<file path="src/logic/alu_pkg.sv">
`default_nettype none

package alu_pkg;

    // Instruction opcodes as they arrive on the opcode port
    typedef enum logic [7:0] {
        OPC_ADD  = 8'd1,
        OPC_SUB  = 8'd2,
        OPC_MUL  = 8'd3,
        OPC_DIV  = 8'd4,
        OPC_MOD  = 8'd5,
        OPC_AND  = 8'd6,
        OPC_OR   = 8'd7,
        OPC_XOR  = 8'd8,
        OPC_NOT  = 8'd9,
        OPC_NOR  = 8'd10,
        OPC_NAND = 8'd11,
        OPC_XNOR = 8'd12
    } opcode_e;

    // Internal operation code carried down the pipeline
    typedef enum logic [3:0] {
        OP_NONE = 4'd0,                     // Invalid opcode, result forced to zero
        OP_ADD,
        OP_SUB,
        OP_MUL,
        OP_DIV,
        OP_MOD,
        OP_AND,
        OP_OR,
        OP_XOR,
        OP_NOT,                             // Unary, uses a only
        OP_NOR,
        OP_NAND,
        OP_XNOR
    } alu_op_e;

    localparam int FLAGS_W = 4;             // Z, S, C, V
    localparam int FLAG_Z  = 0;             // Result is zero
    localparam int FLAG_S  = 1;             // Top result bit
    localparam int FLAG_C  = 2;             // Carry out, or no borrow on subtract
    localparam int FLAG_V  = 3;             // Signed overflow

endpackage

`default_nettype wire

</file>
<file path="src/logic/add_sub_unit.sv">
`default_nettype none
`timescale 1ns/1ns

module add_sub_unit #(
    parameter int DATA_W = 8
) (
    input  alu_pkg::alu_op_e            op,
    input  logic [DATA_W-1:0]           a,
    input  logic [DATA_W-1:0]           b,
    output logic [DATA_W-1:0]           sum,
    output logic [alu_pkg::FLAGS_W-1:0] sum_flags
);
    import alu_pkg::*;

    logic              is_sub;              // Subtract selects inverted b and carry-in 1
    logic [DATA_W-1:0] b_eff;               // b or ~b

    assign is_sub = (op == OP_SUB);
    assign b_eff  = is_sub ? ~b : b;

    // One full-adder cell per bit
    for (genvar i = 0; i < DATA_W; i++) begin : g_fa
        logic carry_in;                     // Carry from the cell below
        logic half_sum;                     // a ^ b of this cell
        logic carry_out;

        if (i == 0) begin : g_first
            assign carry_in = is_sub;       // Two's complement +1
        end else begin : g_ripple
            assign carry_in = g_fa[i - 1].carry_out;
        end

        assign half_sum  = a[i] ^ b_eff[i];
        assign sum[i]    = half_sum ^ carry_in;
        assign carry_out = (a[i] & b_eff[i]) | (half_sum & carry_in);
    end

    assign sum_flags[FLAG_Z] = (sum == '0);
    assign sum_flags[FLAG_S] = sum[DATA_W-1];
    assign sum_flags[FLAG_C] = g_fa[DATA_W-1].carry_out;   // Set on subtract means a >= b

    // Same-sign adder inputs and a flipped result sign
    // On subtract b_eff holds the inverted sign of b and so gives the differing-signs rule
    assign sum_flags[FLAG_V] = (a[DATA_W-1] == b_eff[DATA_W-1])
                             && (sum[DATA_W-1] != a[DATA_W-1]);

endmodule

`default_nettype wire

</file>
<file path="src/logic/alu_processor.sv">
`default_nettype none
`timescale 1ns/1ns

module alu_processor #(
    parameter int DATA_W = 8
) (
    input  logic                        clk,
    input  logic                        reset,
    input  logic [7:0]                  opcode,     // Stays 8 bits at any DATA_W
    input  logic [DATA_W-1:0]           operand_a,
    input  logic [DATA_W-1:0]           operand_b,
    output logic [DATA_W-1:0]           result,
    output logic [alu_pkg::FLAGS_W-1:0] flags
);
    import alu_pkg::*;

    alu_op_e            op;                 // Issued operation
    logic [DATA_W-1:0]  a;                  // Issued operands
    logic [DATA_W-1:0]  b;
    logic [DATA_W-1:0]  sum;
    logic [FLAGS_W-1:0] sum_flags;
    logic [DATA_W-1:0]  product;
    logic               product_carry;
    logic [DATA_W-1:0]  quotient;
    logic [DATA_W-1:0]  remainder;
    logic               divide_by_zero;
    logic [DATA_W-1:0]  bitwise_result;

    issue_stage #(.DATA_W(DATA_W)) issue0 (   // Stage 1, decode and capture
        .clk       (clk),
        .reset     (reset),
        .opcode    (opcode),
        .operand_a (operand_a),
        .operand_b (operand_b),
        .op        (op),
        .a         (a),
        .b         (b)
    );

    add_sub_unit #(.DATA_W(DATA_W)) add_sub0 (
        .op        (op),
        .a         (a),
        .b         (b),
        .sum       (sum),
        .sum_flags (sum_flags)
    );

    shift_add_multiplier #(.DATA_W(DATA_W)) mul0 (
        .a             (a),
        .b             (b),
        .product       (product),
        .product_carry (product_carry)
    );

    restoring_divider #(.DATA_W(DATA_W)) div0 (   // Shared by DIV and MOD
        .a              (a),
        .b              (b),
        .quotient       (quotient),
        .remainder      (remainder),
        .divide_by_zero (divide_by_zero)
    );

    bitwise_unit #(.DATA_W(DATA_W)) logic0 (
        .op             (op),
        .a              (a),
        .b              (b),
        .bitwise_result (bitwise_result)
    );

    result_stage #(.DATA_W(DATA_W)) result0 ( // Stage 2, select and register
        .clk            (clk),
        .reset          (reset),
        .op             (op),
        .sum            (sum),
        .sum_flags      (sum_flags),
        .product        (product),
        .product_carry  (product_carry),
        .quotient       (quotient),
        .remainder      (remainder),
        .divide_by_zero (divide_by_zero),
        .bitwise_result (bitwise_result),
        .result         (result),
        .flags          (flags)
    );

endmodule

`default_nettype wire

</file>
<file path="src/logic/bitwise_unit.sv">
`default_nettype none
`timescale 1ns/1ns

module bitwise_unit #(
    parameter int DATA_W = 8
) (
    input  alu_pkg::alu_op_e  op,
    input  logic [DATA_W-1:0] a,
    input  logic [DATA_W-1:0] b,
    output logic [DATA_W-1:0] bitwise_result
);
    import alu_pkg::*;

    always_comb begin
        case (op)
            OP_AND:  bitwise_result = a & b;
            OP_OR:   bitwise_result = a | b;
            OP_XOR:  bitwise_result = a ^ b;
            OP_NOT:  bitwise_result = ~a;           // b ignored
            OP_NOR:  bitwise_result = ~(a | b);
            OP_NAND: bitwise_result = ~(a & b);
            OP_XNOR: bitwise_result = ~(a ^ b);
            default: bitwise_result = '0;           // Arithmetic or invalid op
        endcase
    end

endmodule

`default_nettype wire

</file>
<file path="src/logic/issue_stage.sv">
`default_nettype none
`timescale 1ns/1ns

module issue_stage #(
    parameter int DATA_W = 8
) (
    input  logic              clk,
    input  logic              reset,
    input  logic [7:0]        opcode,
    input  logic [DATA_W-1:0] operand_a,
    input  logic [DATA_W-1:0] operand_b,
    output alu_pkg::alu_op_e  op,
    output logic [DATA_W-1:0] a,
    output logic [DATA_W-1:0] b
);
    import alu_pkg::*;

    alu_op_e op_dec;                        // Decoded opcode, before the register

    always_comb begin
        case (opcode)
            OPC_ADD:  op_dec = OP_ADD;
            OPC_SUB:  op_dec = OP_SUB;
            OPC_MUL:  op_dec = OP_MUL;
            OPC_DIV:  op_dec = OP_DIV;
            OPC_MOD:  op_dec = OP_MOD;
            OPC_AND:  op_dec = OP_AND;
            OPC_OR:   op_dec = OP_OR;
            OPC_XOR:  op_dec = OP_XOR;
            OPC_NOT:  op_dec = OP_NOT;
            OPC_NOR:  op_dec = OP_NOR;
            OPC_NAND: op_dec = OP_NAND;
            OPC_XNOR: op_dec = OP_XNOR;
            default:  op_dec = OP_NONE;     // Anything outside 1..12
        endcase
    end

    // Op and operands move together, one instruction per cycle
    always_ff @(posedge clk or posedge reset) begin
        if (reset) begin
            op <= OP_NONE;
            a  <= '0;
            b  <= '0;
        end else begin
            op <= op_dec;
            a  <= operand_a;
            b  <= operand_b;
        end
    end

endmodule

`default_nettype wire

</file>
<file path="src/logic/restoring_divider.sv">
`default_nettype none
`timescale 1ns/1ns

module restoring_divider #(
    parameter int DATA_W = 8
) (
    input  logic [DATA_W-1:0] a,
    input  logic [DATA_W-1:0] b,
    output logic [DATA_W-1:0] quotient,
    output logic [DATA_W-1:0] remainder,
    output logic              divide_by_zero
);

    logic [DATA_W:0]   part;                // Partial remainder, one guard bit
    logic [DATA_W:0]   trial;               // part minus divisor
    logic [DATA_W-1:0] q;                   // Raw quotient bits

    // DATA_W restoring steps, dividend bits fed in from the top
    always_comb begin
        part  = '0;
        trial = '0;
        q     = '0;
        for (int i = DATA_W - 1; i >= 0; i--) begin
            part  = {part[DATA_W-1:0], a[i]};   // Bring down next bit
            trial = part - {1'b0, b};
            if (!trial[DATA_W]) begin           // No borrow, divisor fits
                part = trial;
                q[i] = 1'b1;
            end
            // Otherwise keep part as is, which is the restore
        end
    end

    assign divide_by_zero = (b == '0);

    // Zero divisor gives zero outputs instead of the all-ones quotient
    assign quotient  = divide_by_zero ? '0 : q;
    assign remainder = divide_by_zero ? '0 : part[DATA_W-1:0];

endmodule

`default_nettype wire

</file>
<file path="src/logic/result_stage.sv">
`default_nettype none
`timescale 1ns/1ns

module result_stage #(
    parameter int DATA_W = 8
) (
    input  logic                        clk,
    input  logic                        reset,
    input  alu_pkg::alu_op_e            op,
    input  logic [DATA_W-1:0]           sum,
    input  logic [alu_pkg::FLAGS_W-1:0] sum_flags,
    input  logic [DATA_W-1:0]           product,
    input  logic                        product_carry,
    input  logic [DATA_W-1:0]           quotient,
    input  logic [DATA_W-1:0]           remainder,
    input  logic                        divide_by_zero,
    input  logic [DATA_W-1:0]           bitwise_result,
    output logic [DATA_W-1:0]           result,
    output logic [alu_pkg::FLAGS_W-1:0] flags
);
    import alu_pkg::*;

    logic [DATA_W-1:0]  result_next;        // Selected unit output
    logic [FLAGS_W-1:0] flags_next;
    logic               carry_next;         // C for mul, div and mod
    logic               is_add_sub;         // Flags come straight from the adder
    logic               op_valid;           // Low for OP_NONE

    always_comb begin
        result_next = '0;
        carry_next  = 1'b0;
        is_add_sub  = 1'b0;
        op_valid    = 1'b1;
        case (op)
            OP_ADD, OP_SUB: begin
                result_next = sum;
                is_add_sub  = 1'b1;
            end
            OP_MUL: begin
                result_next = product;
                carry_next  = product_carry;    // High byte nonzero
            end
            OP_DIV: begin
                result_next = quotient;
                carry_next  = divide_by_zero;   // Zero divisor marks C
            end
            OP_MOD: begin
                result_next = remainder;
                carry_next  = divide_by_zero;
            end
            OP_AND, OP_OR, OP_XOR, OP_NOT, OP_NOR, OP_NAND, OP_XNOR: begin
                result_next = bitwise_result;
            end
            default: op_valid = 1'b0;           // Invalid opcode, all zeros
        endcase
    end

    always_comb begin
        flags_next = '0;
        if (is_add_sub) begin
            flags_next = sum_flags;
        end else if (op_valid) begin
            flags_next[FLAG_Z] = (result_next == '0);
            flags_next[FLAG_S] = result_next[DATA_W-1];
            flags_next[FLAG_C] = carry_next;    // V stays 0 here
        end
    end

    // Second pipeline register, result and flags share the cycle
    always_ff @(posedge clk or posedge reset) begin
        if (reset) begin
            result <= '0;
            flags  <= '0;
        end else begin
            result <= result_next;
            flags  <= flags_next;
        end
    end

endmodule

`default_nettype wire

</file>
<file path="src/logic/shift_add_multiplier.sv">
`default_nettype none
`timescale 1ns/1ns

module shift_add_multiplier #(
    parameter int DATA_W = 8
) (
    input  logic [DATA_W-1:0] a,
    input  logic [DATA_W-1:0] b,
    output logic [DATA_W-1:0] product,
    output logic              product_carry
);

    logic [2*DATA_W-1:0] a_wide;            // a zero-extended to product width
    logic [2*DATA_W-1:0] acc;               // Full double-width product

    assign a_wide = {{DATA_W{1'b0}}, a};

    // Unrolled loop, one partial product per bit of b
    always_comb begin
        acc = '0;
        for (int i = 0; i < DATA_W; i++) begin
            if (b[i]) begin
                acc = acc + (a_wide << i);  // a shifted to weight of bit i
            end
        end
    end

    assign product       = acc[DATA_W-1:0];             // Low half only
    assign product_carry = |acc[2*DATA_W-1:DATA_W];     // Upper half lost

endmodule

`default_nettype wire

</file>
<file path="config.mk">
export PLATFORM = sky130hd
export DESIGN_NAME = alu_processor
export DESIGN_NICKNAME = d
export VERILOG_FILES = /design/src/logic/alu_pkg.sv /design/src/logic/add_sub_unit.sv /design/src/logic/alu_processor.sv /design/src/logic/bitwise_unit.sv /design/src/logic/issue_stage.sv /design/src/logic/restoring_divider.sv /design/src/logic/result_stage.sv /design/src/logic/shift_add_multiplier.sv
export SDC_FILE = /design/constraint.sdc
export NUM_CORES = 1
export LEC_CHECK = 0
export BUFFER_PORTS_ARGS = -buffer_cell sky130_fd_sc_hd__buf_2
export CAP_MARGIN = 10
export CORE_MARGIN = 4
export CORE_UTILIZATION = 60
export DETAILED_ROUTE_END_ITERATION = 7
export GPL_ROUTABILITY_DRIVEN = 1
export HOLD_SLACK_MARGIN = 0.1
export PLACE_DENSITY = 0.78
export SLEW_MARGIN = 5
export SYNTH_ARGS = -nofsm -noshare
export SYNTH_HDL_FRONTEND = slang
export SYNTH_SLANG_ARGS = --single-unit
</file>
<file path="constraint.sdc">
create_clock -name clk -period 21.6 [get_ports clk]
set_clock_uncertainty 0.1 [all_clocks]
set_input_delay 2.16 -clock clk [delete_from_list [all_inputs] [get_ports clk]]
set_output_delay 2.16 -clock clk [all_outputs]
set_load 0.02 [all_outputs]
</file>
==> run metrics <==
status complete, no violations; main combinational cell family by area after synthesis adder cells; pin count of the biggest net entering global routing 33; crit end category flip-flop; mux share of post-synthesis cell area under 10%; xor and xnor area share after synthesis between 10% and 20%; Synth Cell Area 0.00808 mm²; # IOs 38; nature of the critical path startpoint flip-flop; DR WL/cell 17.8 µm; Avg Inst Size Synth a little over 8 µm²; Post-Synth Simple-Gate Area 15.9%; post-route ant nets 0; Final Max Slew Viols 0; Worst Path Arrival about 19,000 ps; Hold Crit Depth 3; CTS clk-pin slew, worst paths 60 ps; Seq/Total Area, Yosys 9.91%; CTS tree built; pre-CTS WS 3150 ps; Post-CTS Hold Buffers 0; top cells by area, synth ha_1 21%, dfrtp_1 9.9%, xnor2_1 6.6%, fa_1 5.2%, a21oi_1 4.8%; Core ar. 0.0132 mm²; Tmin final roughly 19,000 ps; vias per cell 6.29; final design area excluding fillers about 0.0086 mm²; Slew headroom 32.7%; die footprint 0.0154 mm²; EDFF count, synth 0; fillers 1,171; cell with the most instances after synthesis ha_1; vias 7,563; most instantiated cells after synthesis 137 x ha_1, 81 x inv_1, 78 x a21oi_1, 70 x o21ai_0, 64 x nand2_1; PostCTS Resize Cnt 0; total CTS buffers 5; ys flop type dfrtp_1; RSZ-0062 raised after global routing false; setup TNS 0 ps; Post-Synthesis Cells around 1,000; DR pass1 iterations 5; GR Overflow Total 0; Tcrit/Tclk final 86.6%; Crit path depth between 60 and 70; WP data required ~22,000 ps; Synth Register Bits 32; largest fanout on the critical path 18; vias in the first global route 7,299; Sink Count 32; Initial Util 61.3%; FF-to-FF path depth 68; I/O Buffers 37; critical path's slowest cell a211oi_1; Worst path max stage delay between 800 and 900 ps; Clk Latency, worst-skew pair between 200 and 300 ps; maximum clock frequency 0.0534 GHz; Global Route Usage Sum 28.6%; Die W 124 µm; Worst Hold Class reg -> reg; initial antenna violation count 0; crit path kind reg -> reg; top cell type's share of synthesized area 21.2%; leading area contributor after synthesis ha_1; Area growth syn-to-layout 6.41%; Placed Area about 0.0084 mm²; # H-tree levels 2; first-pass GRT wire length 35.4 mm; area share of fa/ha/maj cells after synthesis 26.7%; Total Wirelength 21.5 mm; final setup violation count 0; post-CTS setup buffers 0; Iter 0 DRT Violations 599; clk root buf clkbuf_16; drc violations 0; Synth Area in Compound Gates 24.2%; Crit path max-delay family compound AO/OA/AOI/OAI gates; post-synthesis cell type count 84; most used cell, CP a21oi_1; Die H roughly 120 µm; Clock Path Buffers 2; worst-margin pin slew ~1000 ps; Max-Cap Viols 0; Buf+Inv Stages, Crit Path 6; Rows 42; Final #Nets between 1,000 and 1,500; layout cells sized above 1 10.2%; Synth warnings 0; gpl congestion 0.967; placed wire-length estimate about 17 mm; final worst slack 2890 ps; n_diodes 0; endpoints failing hold 0; asr flop ratio synth 100%
==> metal layers <==
layer	global-route usage (%)	wire length (µm)
met3	3.77	1430
met5	0	0
met2	48.2	9970
met1	37.8	9420
met4	9.65	625
==> state kept, by name, indices dropped and copies added (netlist names) <==
name            cells
issue0.a            8
issue0.b            8
result0.result      8
issue0.op           4
result0.flags       4
==> cells in the final DEF, fill, tap and decap left out, types with 6 or more instances in the layout <==
| master | Yosys | routed |
|---|---|---|
| nand3_1 | 21 | 21 |
| o21bai_1 | 15 | 15 |
| o2111ai_1 | 6 | 6 |
| inv_1 | 81 | 81 |
| o211ai_1 | 7 | 7 |
| dfrtp_1 | 32 | 32 |
| buf_2 | 2 | 37 |
| o21ai_0 | 70 | 70 |
| fa_1 | 21 | 21 |
| nor3_1 | 20 | 20 |
| nor2_1 | 60 | 60 |
| xor2_1 | 26 | 26 |
| nor2b_1 | 22 | 22 |
| or4_1 | 6 | 6 |
| mux2i_1 | 25 | 25 |
| a21oi_1 | 78 | 78 |
| ha_1 | 137 | 137 |
| a21o_1 | 38 | 38 |
| buf_4 | 1 | 9 |
| and2_1 | 10 | 10 |
| nand2_1 | 64 | 64 |
| o221ai_1 | 8 | 8 |
| mux2_2 | 27 | 27 |
| nand2b_1 | 9 | 9 |
| xnor2_1 | 61 | 61 |
| and3_1 | 10 | 10 |
| a31oi_1 | 8 | 8 |
==> worst register-to-register path, delay by kind of cell, from the launching register on <==
kind | cells | cell delay (ps)
simple gates | 16 | 3560
mux | 4 | 1480
xor+xnor | 4 | 1450
buf+inv | 6 | 900
flops | 1 | 640
compound gates | 29 | 7670
fa+ha+maj | 9 | 2810
==> worst paths after layout <==
| check | start | endpoint | slack (ps) |
|---|---|---|---|
| worst max-delay path | issue0.a[7]$_DFF_PP0_ | result0.flags[0]$_DFF_PP0_ | 2890 |
| worst min-delay path | issue0.op[1]$_DFF_PP0_ | result0.result[0]$_DFF_PP0_ | 790 |
| max in group asynchronous | reset | result0.flags[1]$_DFF_PP0_ | 19210 |
| worst min register to register | issue0.op[1]$_DFF_PP0_ | result0.result[0]$_DFF_PP0_ | 790 |
| min in group asynchronous | reset | issue0.op[3]$_DFF_PP0_ | 1870 |
| worst max register to register | issue0.a[7]$_DFF_PP0_ | result0.flags[0]$_DFF_PP0_ | 2890 |
==> through the flow <==
| step | util (%) | hold slack, ps | instances |
|---|---|---|---|
| 2_1_floorplan | - | 543 | 998 |
| 3_3_place_gp | 64.0 | 767 | 1194 |
| 4_1_cts | 65.2 | 771 | 1202 |
| 6_report | 65.2 | 789 | 1202 |
| 3_5_place_dp | 64.0 | 757 | 1194 |
| 5_1_grt | 65.2 | 847 | 1202 |
==> cell families after synthesis <==
kind of cell    Yosys count
fa+ha+maj               160
mux                      54
buf+inv                 112
flops                    32
simple gates            248
compound gates          298
other cells               1
xor+xnor                 91
==> final cells by class <==
type	instances	area, µm²	share of cell area [%]
Timing Repair Buffer	46	253	2.94
Tap cell	176	220	2.56
Sequential cell	32	801	9.31
Clock buffer	5	125	1.46
Clock inverter	3	23.8	0.277
Inverter	86	323	3.75
Multi-Input combinational cell	854	6850	79.7
Power is not shown: default switching activity piles up to over one toggle a cycle in this logic, so the estimate is an artifact.
